### src/hdl/apb_bridge_macros.svh
`ifndef APB_BRIDGE_MACROS_SVH
`define APB_BRIDGE_MACROS_SVH

// bus widths shared by the AXI and APB sides
`define BRIDGE_ADDR_W 32
`define BRIDGE_DATA_W 32
`define BRIDGE_STRB_W 4

// AXI transaction id
`define BRIDGE_ID_W 11

// burst length field holds beats minus one, so 16 beats max
`define BRIDGE_LEN_W 4

// every beat is a full word
`define BRIDGE_BEAT_BYTES 4

`endif

### src/hdl/axi_types_pkg.sv
`default_nettype none

package axi_types_pkg;

    ////////////////////////////////////////////////////////////////////////////
    // response codes on RRESP and BRESP
    ////////////////////////////////////////////////////////////////////////////
    typedef enum logic [1:0]
    {
        OKAY   = 2'b00,
        SLVERR = 2'b10   // completer raised PSLVERR
    } resp_e;

    ////////////////////////////////////////////////////////////////////////////
    // command direction held in the command slot
    ////////////////////////////////////////////////////////////////////////////
    typedef enum logic
    {
        OP_READ  = 1'b0,
        OP_WRITE = 1'b1
    } op_e;

endpackage

`default_nettype wire

### src/hdl/bridge_types_pkg.sv
`default_nettype none

package bridge_types_pkg;

    ////////////////////////////////////////////////////////////////////////////
    // APB transfer engine states
    ////////////////////////////////////////////////////////////////////////////
    typedef enum logic [2:0]
    {
        ST_IDLE       = 3'd0,   // no command in progress
        ST_WAIT_WDATA = 3'd1,   // write beat not yet buffered
        ST_SETUP      = 3'd2,   // PSEL high, PENABLE low
        ST_ACCESS     = 3'd3,   // PSEL and PENABLE high until PREADY
        ST_WAIT_RSP   = 3'd4    // beat held for the response unit
    } engine_state_e;

endpackage

`default_nettype wire

### src/hdl/apb_transfer_engine.sv
`timescale 1ns/1ps
`default_nettype none
`include "apb_bridge_macros.svh"

module apb_transfer_engine
(
    input  wire                        ACLK,
    input  wire                        ARESET,
    input  wire                        cmd_valid,
    input  axi_types_pkg::op_e         cmd_op,
    input  wire  [`BRIDGE_ADDR_W-1:0]  cmd_addr,
    input  wire  [`BRIDGE_LEN_W-1:0]   cmd_len,
    output logic                       cmd_done,
    input  wire                        wbuf_valid,
    input  wire  [`BRIDGE_DATA_W-1:0]  wbuf_data,
    input  wire  [`BRIDGE_STRB_W-1:0]  wbuf_strb,
    output logic                       wbuf_take,
    output logic [`BRIDGE_ADDR_W-1:0]  PADDR,
    output logic                       PSEL,
    output logic                       PENABLE,
    output logic                       PWRITE,
    output logic [`BRIDGE_DATA_W-1:0]  PWDATA,
    output logic [`BRIDGE_STRB_W-1:0]  PSTRB,
    input  wire                        PREADY,
    input  wire  [`BRIDGE_DATA_W-1:0]  PRDATA,
    input  wire                        PSLVERR,
    input  wire                        rsp_ready,
    output logic                       beat_done,
    output logic [`BRIDGE_DATA_W-1:0]  beat_data,
    output logic                       beat_err,
    output logic                       beat_last
);

    bridge_types_pkg::engine_state_e  state;
    bridge_types_pkg::engine_state_e  state_nxt;
    logic [`BRIDGE_ADDR_W-1:0]        beat_addr;
    logic [`BRIDGE_LEN_W-1:0]         beat_cnt;   // beats left after this one
    logic                             is_write;
    logic                             start;
    logic                             hand_off;

    assign is_write = (cmd_op == axi_types_pkg::OP_WRITE);
    // cmd_done still high means the slot clears this cycle
    assign start    = (state == bridge_types_pkg::ST_IDLE) && cmd_valid && !cmd_done;
    assign hand_off = (state == bridge_types_pkg::ST_WAIT_RSP) && rsp_ready;

    assign beat_done = hand_off;
    assign beat_last = (beat_cnt == '0);

    // write beat moves from the capture buffer into PWDATA on entry to setup
    assign wbuf_take = is_write && wbuf_valid
                       && ((state == bridge_types_pkg::ST_WAIT_WDATA)
                           || (hand_off && !beat_last));

    assign PADDR   = beat_addr;
    assign PSEL    = (state == bridge_types_pkg::ST_SETUP)
                     || (state == bridge_types_pkg::ST_ACCESS);
    assign PENABLE = (state == bridge_types_pkg::ST_ACCESS);
    assign PWRITE  = is_write;

    ////////////////////////////////////////////////////////////////////////////
    // per-beat FSM
    ////////////////////////////////////////////////////////////////////////////
    always_comb
    begin
        state_nxt = state;
        case (state)
            bridge_types_pkg::ST_IDLE:
                if (start)
                begin
                    if (is_write)
                        state_nxt = bridge_types_pkg::ST_WAIT_WDATA;
                    else
                        state_nxt = bridge_types_pkg::ST_SETUP;
                end
            bridge_types_pkg::ST_WAIT_WDATA:
                if (wbuf_valid)
                    state_nxt = bridge_types_pkg::ST_SETUP;
            bridge_types_pkg::ST_SETUP:
                state_nxt = bridge_types_pkg::ST_ACCESS;   // setup is one cycle
            bridge_types_pkg::ST_ACCESS:
                if (PREADY)
                    state_nxt = bridge_types_pkg::ST_WAIT_RSP;
            bridge_types_pkg::ST_WAIT_RSP:
                if (rsp_ready)
                begin
                    if (beat_last)
                        state_nxt = bridge_types_pkg::ST_IDLE;
                    else if (!is_write || wbuf_valid)
                        state_nxt = bridge_types_pkg::ST_SETUP;
                    else
                        state_nxt = bridge_types_pkg::ST_WAIT_WDATA;
                end
            default:
                state_nxt = bridge_types_pkg::ST_IDLE;
        endcase
    end

    always_ff @(posedge ACLK or negedge ARESET)
    begin
        if (!ARESET)
        begin
            state    <= bridge_types_pkg::ST_IDLE;
            cmd_done <= 1'b0;
            beat_cnt <= '0;
        end
        else
        begin
            state    <= state_nxt;
            cmd_done <= hand_off && beat_last;   // one cycle after the last beat
            if (start)
                beat_cnt <= cmd_len;
            else if (hand_off && !beat_last)
                beat_cnt <= beat_cnt - 1'b1;
        end
    end

    ////////////////////////////////////////////////////////////////////////////
    // address, write data and sampled read data
    ////////////////////////////////////////////////////////////////////////////
    always_ff @(posedge ACLK)
    begin
        if (start)
            beat_addr <= cmd_addr;
        else if (hand_off)
            beat_addr <= beat_addr + `BRIDGE_BEAT_BYTES;   // next word
        if (wbuf_take)
        begin
            PWDATA <= wbuf_data;
            PSTRB  <= wbuf_strb;
        end
        if ((state == bridge_types_pkg::ST_ACCESS) && PREADY)
        begin
            beat_data <= PRDATA;
            beat_err  <= PSLVERR;
        end
    end

endmodule

`default_nettype wire

### src/hdl/axi_apb_bridge.sv
`timescale 1ns/1ps
`default_nettype none
`include "apb_bridge_macros.svh"

module axi_apb_bridge
(
    input  wire                        ACLK,
    input  wire                        ARESET,
    input  wire  [`BRIDGE_ID_W-1:0]    ARID,
    input  wire  [`BRIDGE_ADDR_W-1:0]  ARADDR,
    input  wire  [`BRIDGE_LEN_W-1:0]   ARLEN,
    input  wire                        ARVALID,
    output logic                       ARREADY,
    input  wire  [`BRIDGE_ID_W-1:0]    AWID,
    input  wire  [`BRIDGE_ADDR_W-1:0]  AWADDR,
    input  wire  [`BRIDGE_LEN_W-1:0]   AWLEN,
    input  wire                        AWVALID,
    output logic                       AWREADY,
    input  wire  [`BRIDGE_DATA_W-1:0]  WDATA,
    input  wire  [`BRIDGE_STRB_W-1:0]  WSTRB,
    input  wire                        WVALID,
    output logic                       WREADY,
    output logic [`BRIDGE_ID_W-1:0]    RID,
    output logic [`BRIDGE_DATA_W-1:0]  RDATA,
    output axi_types_pkg::resp_e       RRESP,
    output logic                       RLAST,
    output logic                       RVALID,
    input  wire                        RREADY,
    output logic [`BRIDGE_ID_W-1:0]    BID,
    output axi_types_pkg::resp_e       BRESP,
    output logic                       BVALID,
    input  wire                        BREADY,
    output logic [`BRIDGE_ADDR_W-1:0]  PADDR,
    output logic                       PSEL,
    output logic                       PENABLE,
    output logic                       PWRITE,
    output logic [`BRIDGE_DATA_W-1:0]  PWDATA,
    output logic [`BRIDGE_STRB_W-1:0]  PSTRB,
    input  wire                        PREADY,
    input  wire  [`BRIDGE_DATA_W-1:0]  PRDATA,
    input  wire                        PSLVERR
);

    // capture to engine and response unit
    logic                       cmd_valid;
    axi_types_pkg::op_e         cmd_op;
    logic [`BRIDGE_ADDR_W-1:0]  cmd_addr;
    logic [`BRIDGE_LEN_W-1:0]   cmd_len;
    logic [`BRIDGE_ID_W-1:0]    cmd_id;
    logic                       cmd_done;
    logic                       wbuf_valid;
    logic [`BRIDGE_DATA_W-1:0]  wbuf_data;
    logic [`BRIDGE_STRB_W-1:0]  wbuf_strb;
    logic                       wbuf_take;
    // engine to response unit
    logic                       beat_done;
    logic [`BRIDGE_DATA_W-1:0]  beat_data;
    logic                       beat_err;
    logic                       beat_last;
    logic                       rsp_ready;

    axi_request_capture u_axi_request_capture (.*);

    apb_transfer_engine u_apb_transfer_engine (.*);

    axi_response_unit u_axi_response_unit (.*);

endmodule

`default_nettype wire

### src/hdl/axi_request_capture.sv
`timescale 1ns/1ps
`default_nettype none
`include "apb_bridge_macros.svh"

module axi_request_capture
(
    input  wire                        ACLK,
    input  wire                        ARESET,
    input  wire  [`BRIDGE_ID_W-1:0]    ARID,
    input  wire  [`BRIDGE_ADDR_W-1:0]  ARADDR,
    input  wire  [`BRIDGE_LEN_W-1:0]   ARLEN,
    input  wire                        ARVALID,
    output logic                       ARREADY,
    input  wire  [`BRIDGE_ID_W-1:0]    AWID,
    input  wire  [`BRIDGE_ADDR_W-1:0]  AWADDR,
    input  wire  [`BRIDGE_LEN_W-1:0]   AWLEN,
    input  wire                        AWVALID,
    output logic                       AWREADY,
    input  wire  [`BRIDGE_DATA_W-1:0]  WDATA,
    input  wire  [`BRIDGE_STRB_W-1:0]  WSTRB,
    input  wire                        WVALID,
    output logic                       WREADY,
    input  wire                        cmd_done,
    input  wire                        wbuf_take,
    output logic                       cmd_valid,
    output axi_types_pkg::op_e         cmd_op,
    output logic [`BRIDGE_ADDR_W-1:0]  cmd_addr,
    output logic [`BRIDGE_LEN_W-1:0]   cmd_len,
    output logic [`BRIDGE_ID_W-1:0]    cmd_id,
    output logic                       wbuf_valid,
    output logic [`BRIDGE_DATA_W-1:0]  wbuf_data,
    output logic [`BRIDGE_STRB_W-1:0]  wbuf_strb
);

    logic                      ar_hs;
    logic                      aw_hs;
    logic                      w_hs;
    logic [`BRIDGE_LEN_W-1:0]  w_cnt;    // W beats taken in this burst
    logic                      w_done;   // last W beat seen

    assign ARREADY = !cmd_valid;
    assign AWREADY = !cmd_valid && !ARVALID;   // read wins a tie
    assign WREADY  = cmd_valid && (cmd_op == axi_types_pkg::OP_WRITE)
                     && !wbuf_valid && !w_done;

    assign ar_hs = ARVALID && ARREADY;
    assign aw_hs = AWVALID && AWREADY;
    assign w_hs  = WVALID && WREADY;

    ////////////////////////////////////////////////////////////////////////////
    // one-entry command slot
    ////////////////////////////////////////////////////////////////////////////
    always_ff @(posedge ACLK or negedge ARESET)
    begin
        if (!ARESET)
        begin
            cmd_valid <= 1'b0;
            cmd_op    <= axi_types_pkg::OP_READ;
        end
        else if (ar_hs)
        begin
            cmd_valid <= 1'b1;
            cmd_op    <= axi_types_pkg::OP_READ;
        end
        else if (aw_hs)
        begin
            cmd_valid <= 1'b1;
            cmd_op    <= axi_types_pkg::OP_WRITE;
        end
        else if (cmd_done)
            cmd_valid <= 1'b0;   // engine finished the burst
    end

    always_ff @(posedge ACLK)
    begin
        if (ar_hs)
        begin
            cmd_addr <= ARADDR;
            cmd_len  <= ARLEN;
            cmd_id   <= ARID;
        end
        else if (aw_hs)
        begin
            cmd_addr <= AWADDR;
            cmd_len  <= AWLEN;
            cmd_id   <= AWID;
        end
    end

    ////////////////////////////////////////////////////////////////////////////
    // write beat buffer and W beat count
    ////////////////////////////////////////////////////////////////////////////
    always_ff @(posedge ACLK or negedge ARESET)
    begin
        if (!ARESET)
        begin
            w_cnt      <= '0;
            w_done     <= 1'b0;
            wbuf_valid <= 1'b0;
        end
        else
        begin
            if (ar_hs || aw_hs)
            begin
                w_cnt  <= '0;
                w_done <= 1'b0;
            end
            else if (w_hs)
            begin
                if (w_cnt == cmd_len)
                    w_done <= 1'b1;   // closes WREADY
                else
                    w_cnt <= w_cnt + 1'b1;
            end
            if (w_hs)
                wbuf_valid <= 1'b1;
            else if (wbuf_take)
                wbuf_valid <= 1'b0;
        end
    end

    always_ff @(posedge ACLK)
    begin
        if (w_hs)
        begin
            wbuf_data <= WDATA;
            wbuf_strb <= WSTRB;
        end
    end

endmodule

`default_nettype wire

### src/hdl/axi_response_unit.sv
`timescale 1ns/1ps
`default_nettype none
`include "apb_bridge_macros.svh"

module axi_response_unit
(
    input  wire                        ACLK,
    input  wire                        ARESET,
    input  axi_types_pkg::op_e         cmd_op,
    input  wire  [`BRIDGE_ID_W-1:0]    cmd_id,
    input  wire                        beat_done,
    input  wire  [`BRIDGE_DATA_W-1:0]  beat_data,
    input  wire                        beat_err,
    input  wire                        beat_last,
    output logic                       rsp_ready,
    output logic [`BRIDGE_ID_W-1:0]    RID,
    output logic [`BRIDGE_DATA_W-1:0]  RDATA,
    output axi_types_pkg::resp_e       RRESP,
    output logic                       RLAST,
    output logic                       RVALID,
    input  wire                        RREADY,
    output logic [`BRIDGE_ID_W-1:0]    BID,
    output axi_types_pkg::resp_e       BRESP,
    output logic                       BVALID,
    input  wire                        BREADY
);

    logic  is_read;
    logic  err_sticky;   // any failed beat so far in this write

    assign is_read = (cmd_op == axi_types_pkg::OP_READ);

    // middle write beats only touch the sticky flag
    assign rsp_ready = is_read ? !RVALID : (!beat_last || !BVALID);

    ////////////////////////////////////////////////////////////////////////////
    // R channel
    ////////////////////////////////////////////////////////////////////////////
    always_ff @(posedge ACLK or negedge ARESET)
    begin
        if (!ARESET)
            RVALID <= 1'b0;
        else if (beat_done && is_read)
            RVALID <= 1'b1;
        else if (RREADY)
            RVALID <= 1'b0;
    end

    always_ff @(posedge ACLK)
    begin
        if (beat_done && is_read)
        begin
            RID   <= cmd_id;
            RDATA <= beat_data;
            RLAST <= beat_last;
            if (beat_err)
                RRESP <= axi_types_pkg::SLVERR;
            else
                RRESP <= axi_types_pkg::OKAY;
        end
    end

    ////////////////////////////////////////////////////////////////////////////
    // B channel with one response per burst
    ////////////////////////////////////////////////////////////////////////////
    always_ff @(posedge ACLK or negedge ARESET)
    begin
        if (!ARESET)
        begin
            BVALID     <= 1'b0;
            err_sticky <= 1'b0;
        end
        else
        begin
            if (beat_done && !is_read && beat_last)
                BVALID <= 1'b1;
            else if (BREADY)
                BVALID <= 1'b0;   // also while a middle beat of the next write lands
            if (beat_done && !is_read)
            begin
                if (beat_last)
                    err_sticky <= 1'b0;   // ready for the next burst
                else
                    err_sticky <= err_sticky || beat_err;
            end
        end
    end

    always_ff @(posedge ACLK)
    begin
        if (beat_done && !is_read && beat_last)
        begin
            BID <= cmd_id;
            if (err_sticky || beat_err)
                BRESP <= axi_types_pkg::SLVERR;
            else
                BRESP <= axi_types_pkg::OKAY;
        end
    end

endmodule

`default_nettype wire

### config.mk
export PLATFORM = sky130hd
export DESIGN_NAME = axi_apb_bridge
export DESIGN_NICKNAME = d
export VERILOG_FILES = /design/src/hdl/axi_types_pkg.sv /design/src/hdl/bridge_types_pkg.sv /design/src/hdl/apb_transfer_engine.sv /design/src/hdl/axi_apb_bridge.sv /design/src/hdl/axi_request_capture.sv /design/src/hdl/axi_response_unit.sv
export VERILOG_INCLUDE_DIRS = /design/src /design/src/hdl
export SDC_FILE = /design/constraint.sdc
export NUM_CORES = 1
export LEC_CHECK = 0
export BUFFER_PORTS_ARGS = -buffer_cell sky130_fd_sc_hd__buf_4
export CELL_PAD_IN_SITES_DETAIL_PLACEMENT = 0
export CELL_PAD_IN_SITES_GLOBAL_PLACEMENT = 1
export CORE_MARGIN = 2
export CORE_UTILIZATION = 38
export CTS_CLUSTER_SIZE = 24
export DETAILED_ROUTE_END_ITERATION = 12
export GPL_TIMING_DRIVEN = 0
export PLACE_DENSITY_LB_ADDON = 0.1
export SYNTH_ARGS = -nofsm -noshare
export SYNTH_HDL_FRONTEND = slang
export SYNTH_SLANG_ARGS = --single-unit
### constraint.sdc
create_clock -name ACLK -period 3.4 [get_ports ACLK]
set_input_delay 0.34 -clock ACLK [delete_from_list [all_inputs] [get_ports ACLK]]
set_output_delay 0.34 -clock ACLK [all_outputs]
set_load 0.02 [all_outputs]
## Word level (Yosys, flattened, before mapping)

Index checks and enable logic that the tools add are counted.

- Register bits after elaboration: 262
- Bits in latches: 0
- RAM bits: 0
- Bits in read-only memories: 0
- Input port bits: 171
- Logic and storage cells: 127
- Memories kept: 0

- Add/subtract/negate cells: 3
- $mul: 0
- Div/mod/pow operators: 0
- Order comparisons: 0
- Eq/ne operators: 10
- Shift-type cells: 0
- Muxes and demuxes: 39
- Bitwise operators: 1
- Reductions and logical operators: 47

Operators by type and width:

| operator | count |
|---|---|
| $mux 32 | 4 |
| $add 32x3->32 const B | 1 |
| $mux 4 | 7 |
| $mux 11 | 2 |
| $logic_and 1x1->1 | 18 |
| $mux 1 | 16 |
| $reduce_bool 2->1 | 8 |
| $mux 3 | 5 |
| $pmux 3 s5 | 1 |
| $logic_not 1->1 | 9 |
| $mux 2 | 4 |
| $ne 2x1->1 const B | 4 |
| $eq 3x2->1 const B | 2 |
| $logic_or 1x1->1 | 6 |
| $add 4x1->4 const B | 1 |
| $eq 4x4->1 | 1 |
| $logic_not 4->1 | 1 |
| $reduce_and 2->1 | 2 |
| $reduce_and 4->1 | 1 |
| $sub 4x1->4 const B | 1 |
| $eq 3x1->1 const B | 1 |
| $eq 3x3->1 const B | 1 |
| $logic_not 3->1 | 1 |
| $reduce_bool 3->1 | 1 |
| other kinds (2) | 2 |

## Longest topological paths before layout

Gate-level depths: netlist of the first run.

- Word-level depth: 10
- Gate-level depth with buffers: 8
- Gate-level depth less buffers: 7

## Cells and area by module

From an unflattened synthesis of the first run, not the netlist that was laid out.

- Cell total of the unflattened synthesis: 575
- Area total of the unflattened synthesis: 9821.9 µm²

By module, submodules not included:

| module | times used | cells each | area an instance (µm²) | sequential area each (µm²) |
|---|---|---|---|---|
| apb_transfer_engine | 1 | 324 | 4458.0 | 3233.1 |
| axi_request_capture | 1 | 177 | 3489.6 | 2692.6 |
| axi_response_unit | 1 | 74 | 1874.3 | 1786.7 |

## Least setup slack after synthesis of the first run

OpenSTA, ideal clock, no wires.

- Kind: flip-flop to flip-flop
- From: register u_axi_response_unit.RVALID
- To: register u_axi_response_unit.RDATA[0] (enable)
- Arrival: 2787 ps
- Required time: 2952 ps
- Path slack: 165 ps
- Cell stages (with the launch flop): 4
- Buffers on the path: 0
- Clock period less this slack: 3235 ps
- Cells stage by stage: dfrtp_1 nor2b_1 nand3b_1 nor2_1

- Word-level cells in the longest chain between the ends: 4

RTL lines:

| what | RTL line | RTL |
|---|---|---|
| from (decl) | axi_response_unit.sv:20 | `output logic RVALID,` |
| from (signal assigned) | axi_response_unit.sv:42 | `RVALID <= 1'b0;` |
| from (signal assigned) | axi_response_unit.sv:44 | `RVALID <= 1'b1;` |
| from (signal assigned) | axi_response_unit.sv:46 | `RVALID <= 1'b0;` |
| $logic_not 1->1 | axi_response_unit.sv:34 | `assign rsp_ready = is_read ? !RVALID : (!beat_last \|\| !BVALID);` |
| $mux 1 | axi_response_unit.sv:34 |  |
| $logic_and 1x1->1 | apb_transfer_engine.sv:45 | `assign hand_off = (state == bridge_types_pkg::ST_WAIT_RSP) && rsp_ready;` |
| $logic_and 1x1->1 | axi_response_unit.sv:51 | `if (beat_done && is_read)` |
| to (signal assigned) | axi_response_unit.sv:54 | `RDATA <= beat_data;` |
| to (decl) | axi_response_unit.sv:17 | `` output logic [`BRIDGE_DATA_W-1:0] RDATA, `` |

Every way passes these cells.
A chain may end at the register's enable or synchronous reset.

## Final worst setup path of the first run

- From: register u_apb_transfer_engine.state[0]
- To: register u_apb_transfer_engine.beat_addr[18], in the netlist u_apb_transfer_engine.PADDR[18] (enable)

- Word-level cells in the longest chain between the ends: 4

RTL lines:

| what | RTL line | RTL |
|---|---|---|
| from (decl) | apb_transfer_engine.sv:34 | `bridge_types_pkg::engine_state_e state;` |
| from (signal assigned) | apb_transfer_engine.sv:103 | `state <= bridge_types_pkg::ST_IDLE;` |
| from (signal assigned) | apb_transfer_engine.sv:109 | `state <= state_nxt;` |
| $logic_not 3->1 | apb_transfer_engine.sv:44 | `assign start = (state == bridge_types_pkg::ST_IDLE) && cmd_valid && !cmd_done;` |
| $logic_and 1x1->1 (2 in a row) | apb_transfer_engine.sv:44 |  |
| $reduce_bool 2->1 (no source line) * | - |  |
| to (signal assigned) | apb_transfer_engine.sv:124 | `beat_addr <= cmd_addr;` |
| to (signal assigned) | apb_transfer_engine.sv:126 | `` beat_addr <= beat_addr + `BRIDGE_BEAT_BYTES; `` |
| to (decl) | apb_transfer_engine.sv:36 | `` logic [`BRIDGE_ADDR_W-1:0] beat_addr; `` |

Mark *: on every way between the ends. The rest lies on a longest branch, timed or not.

==> results of run 1 <==
## critical path: stages, from the launching register on
cell and delay, ns:
dfrtp_1 0.44, nor2_1 0.23, nand2_1 0.26, inv_1 0.21, clkbuf_1 0.41, or2_2 0.75
## area by class of cell
type / instances / share of cell area (%)
inverters: 12 / 0.317
clock buffers: 36 / 5.29
well taps: 330 / 2.90
multi-input cells: 284 / 14.1
plain buffers: 19 / 0.704
clock inverters: 17 / 0.933
flip-flops and latches: 260 / 54.2
repair buffers: 378 / 21.5
## cells in the final DEF, fill, tap and decap left out, drive strengths merged, types with 3 or more instances in the layout
cell type | netlist | routed
nand3 | 12 | 12
a21oi | 11 | 11
o21ai | 32 | 32
nor3b | 4 | 4
and2 | 6 | 6
dlygate4sd3 | 0 | 73
nor3 | 10 | 10
nand4 | 9 | 9
or2 | 5 | 5
and3 | 8 | 8
dfrtp | 19 | 19
xnor2 | 19 | 19
and4 | 3 | 3
xor2 | 16 | 16
inv | 12 | 13
nand2 | 47 | 47
ha | 3 | 3
buf | 10 | 315
a31oi | 5 | 5
mux2 | 47 | 47
nor4 | 6 | 6
clkinv | 0 | 13
nor2b | 4 | 4
edfxtp | 241 | 241
nor2 | 19 | 19
clkbuf | 9 | 45
## final timing paths
path                                                                     from                                          to  slack, ns  cells after the start
worst min register to register  u_axi_request_capture.wbuf_data[31]$_DFFE_PP_  u_apb_transfer_engine.PWDATA[31]$_DFFE_PP_       0.42                      0
worst min-delay path                                                   BREADY      u_axi_response_unit.BVALID$_DFFE_PN0P_       0.09                      3
worst max register to register     u_apb_transfer_engine.state[0]$_DFFE_PN0P_   u_apb_transfer_engine.PADDR[18]$_DFFE_PP_       0.68                      5
worst max-delay path               u_apb_transfer_engine.state[0]$_DFFE_PN0P_   u_apb_transfer_engine.PADDR[18]$_DFFE_PP_       0.68                      5
min in group asynchronous                                              ARESET    u_axi_request_capture.cmd_op$_DFFE_PN0N_       0.27                      2
max in group asynchronous                                              ARESET  u_axi_request_capture.w_cnt[1]$_DFFE_PN0P_       2.91                      2
## state kept, by name, summed over array words and instances (netlist names), 4 cells and up
name	flops
u_apb_transfer_engine.PADDR	32
u_apb_transfer_engine.PWDATA	32
u_apb_transfer_engine.beat_data	32
u_axi_request_capture.cmd_addr	32
u_axi_request_capture.wbuf_data	32
u_axi_response_unit.RDATA	32
u_axi_request_capture.cmd_id	11
u_axi_response_unit.BID	11
u_axi_response_unit.RID	11
u_apb_transfer_engine.PSTRB	4
u_apb_transfer_engine.beat_cnt	4
u_axi_request_capture.cmd_len	4
u_axi_request_capture.w_cnt	4
u_axi_request_capture.wbuf_strb	4
## logic make-up after synthesis
kind of cell	Yosys count	share of synthesized area, %
and+or+nand+nor	139	8.05
buffers and inverters	31	1.47
DFF	260	78.3
adders and majority gates	3	0.381
other	1	0.0381
xor gates and xnor gates	35	3.11
AOI/OAI and AO/OA	56	3.11
muxes	49	5.57
## per-layer routing
layer | wire (um) | GRT usage [%] | vias to the layer above | share of wire, %
met1 | 9300 | 20.4 | 2998 | 41
met3 | 1720 | 3.77 | 36 | 7.5
li1 | - | - | 2990 | -
met4 | 486 | 4.62 | 0 | 2.1
met5 | 0 | 0 | - | 0
met2 | 11400 | 28.5 | 210 | 50
## report_power, final
group	switching, mW	leakage [nW]	internal (mW)
Combinational	1.63	2.62	1.10
Clock	1.20	0.433	1.71
Sequential	0.459	2.44	4.41
Total	3.29	5.49	7.23
## stage by stage
| step | utilization (%) | TNS, ns | power [mW] |
|---|---|---|---|
| after floorplan | - | 0 | 6.39 |
| after global placement | 49.5 | -38.19 | 7.53 |
| after detailed placement | 49.8 | 0 | 7.63 |
| after CTS | 56.1 | 0 | 10.7 |
| after global routing | 56.1 | 0 | 11.1 |
| final | 56.1 | 0 | 10.5 |
==> out/results.tsv, run 1 <==
metric	value	unit
synth_ff_type	edfxtp_1	
tightest_slew	0.856	ns
crit_fanout	30	
finalNetCount	1158	
slew_headroom	42.8	%
ys_ff_latch	260	
final-seq-area	0.00771	sq mm
cts.sinks	260	
drv_cap	0	
endpoint_kind	flop	
antenna_cells	0	
clock_latency	0.53	ns
synth_area_leader_cell	edfxtp_1	
grt_max_degree	38	
grt_pass1_vias	6405	
yosys-top-cells-area	edfxtp_1 73%, mux2_2 5.4%, dfrtp_1 4.8%	
ir_worst_vdd	0.000410	V
ctsHoldBuffers	73	
stdcell_count	1336	
status	finished clean	
dp_cells	1210	
path_class	flop to flop	
yosysWarnings	0	
synth.avg_cell_area	17.2	sq um
hold_violations	0	
fin_skew	0.0109	ns
async_flop_share	7.31	%
slew_violations	0	
drive_above_1_share	41.7	%
hpwl	15.9	mm
syn_area	0.00985	sq mm
p_leak	5.49	nW
cts_tree	built	
placed_cell_area	0.0126	sq mm
die_area	0.0272	sq mm
layout_min_cycle_time	2.72	ns
drtPass1Iterations	4	
route.detailed.drc	0	
clk_pin_slew	0.06	ns
yosys-top-cells-count	241 x edfxtp_1, 47 x mux2_2, 47 x nand2_1, 28 x o21ai_0	
root_buffer	clkbuf_16	
num_rows	58	
clk_path_buf_depth	3	
grt_pass1_wl	34.7	mm
drt_iter0_drc	362	
syn_inst	574	
multi_input_area	0.00201	sq mm
synth_top_area_share	73.4	%
cts_made_buffers	29	
hold_class	input port to flop	
wire_per_inst	17.2	um
ctsResizeCount	0	
die_height	165	um
synth.distinct_cells	47	
max_freq	368	MHz
syn_to_final_growth	44.3	%
via_count	6234	
nFillCells	2072	
core-area	0.0253	sq mm
pin_count	306	
avgViaCountPerCell	4.67	
post-cts-setup-buffers	0	
gp_congestion	0.765	
antenna_left	0	
die_x	165	um
worst_slack	0.683	ns
place_ws	0.631	ns
synth-edff-count	241	
p_per_area	739	mW/mm^2
port_buffers	303	
ys_seq_area_share	78.3	%
initial_core_util	38.9	%
design_area	0.0142	sq mm
grt-ovfl-total	0	
track_usage	16.4	%
drt_wl_total	22.9	mm
worstPathArrival	2.87	ns
antenna_found_initial	0	
grt_setup_unrepaired	false	
fin_hold_ws	0.0901	ns
setup-violations-final	0	
htreeDepth	1	
yosys.cell_count.top_type	edfxtp_1	
fin_crit_sh	79.9	%
cp.required	3.55	ns
critPathLaunchType	flop	
(Power assumes the default switching activity.)
==> run 2, diff against run 1 <==
--- a/config.mk
+++ b/config.mk
@@ -10,7 +10,7 @@
 export CELL_PAD_IN_SITES_DETAIL_PLACEMENT = 0
 export CELL_PAD_IN_SITES_GLOBAL_PLACEMENT = 1
 export CORE_MARGIN = 2
-export CORE_UTILIZATION = 38
+export CORE_UTILIZATION = 42
 export CTS_CLUSTER_SIZE = 24
 export DETAILED_ROUTE_END_ITERATION = 12
 export GPL_TIMING_DRIVEN = 0
==> constraint.sdc (replaced) <==
create_clock -name ACLK -period 2.78 [get_ports ACLK]
set_input_delay 0.278 -clock ACLK [delete_from_list [all_inputs] [get_ports ACLK]]
set_output_delay 0.278 -clock ACLK [all_outputs]
set_load 0.02 [all_outputs]
==> out/results.tsv, run 2 (synthesized netlist as in run 1, its figures left out) <==
metric	value	unit	change
status	finished clean		
route.detailed.drc	0		unchanged
cp.required	2.94	ns	-0.61 ns
fin_skew	0.0106	ns	-0.000274 ns
placed_cell_area	0.0126	sq mm	-0.17%
port_buffers	303		unchanged
drv_cap	0		unchanged
finalNetCount	1158		unchanged
wire_per_inst	17.0	um	-0.71%
p_int	8.73	mW	+21%
p_sw_share	31.1	%	-0.15 points
p_per_area	894	mW/mm^2	+21%
syn_to_final_growth	43.8	%	
slew_violations	0		unchanged
die_height	157	um	-4.8%
drt_iter0_drc	202		-44%
antenna_cells	0		unchanged
worstPathArrival	2.63	ns	-0.24 ns
dp_cells	1199		-0.91%
layout_min_cycle_time	2.47	ns	-0.246 ns
die_x	157	um	-4.8%
via_count	6202		-0.51%
cts.sinks	260		unchanged
htreeDepth	1		unchanged
p_total	12.7	mW	+21%
drt_wl_total	22.5	mm	-1.8%
hpwl	15.2	mm	-4.5%
tightest_slew	0.802	ns	-0.0541 ns
design_area	0.0142	sq mm	-0.33%
critPathLaunchType	flop		
ir_worst_vdd	0.000574	V	+40%
place_ws	0.0247	ns	-0.606 ns
clock_latency	0.52	ns	about the same
antenna_found_initial	0		unchanged
die_area	0.0247	sq mm	-9.3%
hp-start	BREADY		
whs_path_depth	3		unchanged
grt-ovfl-total	0		unchanged
setup-violations-final	0		unchanged
slew_headroom	46.6	%	+3.7 points
crit_fanout	30		unchanged
p_clk_share	26.7	%	-1.0 points
worst_slack	0.309	ns	-0.374 ns
max_freq	405	MHz	+10%
post-cts-setup-buffers	0		unchanged
track_usage	17.7	%	+1.3 points
gp_congestion	0.777		+1.6%
grt_pass1_wl	33.9	mm	-2.3%
fin_crit_sh	88.9	%	+9.0 points
grt_max_degree	38		unchanged
avgViaCountPerCell	4.69		+0.62%
grt_setup_unrepaired	false		
hold_class	input port to flop		
hold_violations	0		unchanged
drive_above_1_share	41.3	%	-0.33 points
stdcell_count	1321		-1.1%
timing.rr.end	u_apb_transfer_engine.PADDR[27]$_DFFE_PP_		
grt_pass1_vias	6364		-0.64%
final_common_cell	buf_4		
fin_setup_tns	0	ns	unchanged
core-area	0.0233	sq mm	-8.2%
antenna_left	0		unchanged
root_buffer	clkbuf_16		
num_rows	56		-3.4%
power_frac_seq	46.8	%	+0.5 points
clk_pin_slew	0.06	ns	about the same
cts_made_buffers	28		-3.4%
post-route-util	60.9	%	+4.8 points
p_leak	5.47	nW	-0.39%
r2r-start	u_apb_transfer_engine.state[0]$_DFFE_PN0P_		
power_frac_comb	26.5	%	+0.5 points
min_to	u_axi_response_unit.BVALID$_DFFE_PN0P_		
regToRegSetupSlack	0.31	ns	-0.37 ns
drtPass1Iterations	4		unchanged
initial_core_util	42.4	%	+3.5 points
clk_path_buf_depth	3		unchanged
fin_hold_ws	0.0447	ns	-0.0453 ns
cts_tree	built		
endpoint_kind	flop		
pin_count	306		unchanged
p_switching	3.95	mW	+20%
path_class	flop to flop		
ff2ff_path_depth	5		unchanged
most-common-layout-cells	305 x buf_4, 241 x edfxtp_1, 73 x dlygate4sd3_1, 47 x nand2_1, 47 x mux2_2		
-- run 2: cell types whose count changed in the layout (fill, tap and decap cells not counted) --
cell and change:
buf_12 +1, clkinvlp_4 -1, and2_4 +1, inv_2 -1
and2_2 -1, clkinv_1 +4, bufinv_16 -1, clkbuf_1 -3
or2_4 +1, clkinv_2 -2, inv_6 -1, or2_2 -1
-- run 2: timing repair --
action | CTS | global route
setup endpoints to repair | 0 | 66
resized for setup | 0 | 2
hold endpoints to repair | 91 | 0
hold buffers | 73 | 0
-- run 2: power by group through the flow --
stage / logic, mW / clock network [mW] / registers, mW
finish: 3.36 / 3.38 / 5.94
global route: 3.67 / 3.62 / 6.03
CTS: 3.39 / 3.47 / 5.94
detailed placement: 3.29 / 0 / 6.02
global placement: 3.19 / 0 / 5.99
floorplan: 1.49 / 0 / 6.33
-- run 2: per-layer routing --
metal | vias to the layer above | GRT usage, % | share of wire, %
li1 | 2989 | - | -
met1 | 2945 | 21.8 | 40
met2 | 227 | 31.1 | 50
met3 | 41 | 4.10 | 7.5
met4 | 0 | 4.89 | 2.3
met5 | - | 0 | 0
-- run 2: final cells by class --
class                           instances  area, sq um
Clock inverter                         15         87.6
Inverter                               12         45.0
Buffer                                 19          100
Tap cell                              319          399
Clock buffer                           33          741
Fill cell                            1788         9090
Multi-Input combinational cell        284         2010
Sequential cell                       260         7710
Timing Repair Buffer                  379         3070
-- run 2: worst max path at each step --
stage | start | endpoint | slack, ns | depth (start not counted)
detailed placement | u_apb_transfer_engine.state[0]$_DFFE_PN0P_ | u_apb_transfer_engine.PADDR[18]$_DFFE_PP_ | 0.02 | 5
CTS | u_apb_transfer_engine.state[0]$_DFFE_PN0P_ | u_apb_transfer_engine.PADDR[11]$_DFFE_PP_ | 0.03 | 5
global placement | u_apb_transfer_engine.beat_cnt[0]$_DFFE_PN0P_ | u_apb_transfer_engine.PWDATA[13]$_DFFE_PP_ | -0.31 | 8
global route | u_apb_transfer_engine.state[0]$_DFFE_PN0P_ | u_axi_response_unit.BID[2]$_DFFE_PP_ | 0.05 | 4
finish | u_apb_transfer_engine.state[0]$_DFFE_PN0P_ | u_apb_transfer_engine.PADDR[27]$_DFFE_PP_ | 0.31 | 5
floorplan | u_apb_transfer_engine.beat_cnt[0]$_DFFE_PN0P_ | u_apb_transfer_engine.PSTRB[0]$_DFFE_PP_ | 0.22 | 8
-- run 2: worst max-delay path, stage by stage (launching register included) --
cell	delay, ns
dfrtp_1	0.43
nor2_1	0.23
nand2_1	0.24
inv_1	0.21
clkbuf_1	0.45
or2_4	0.52
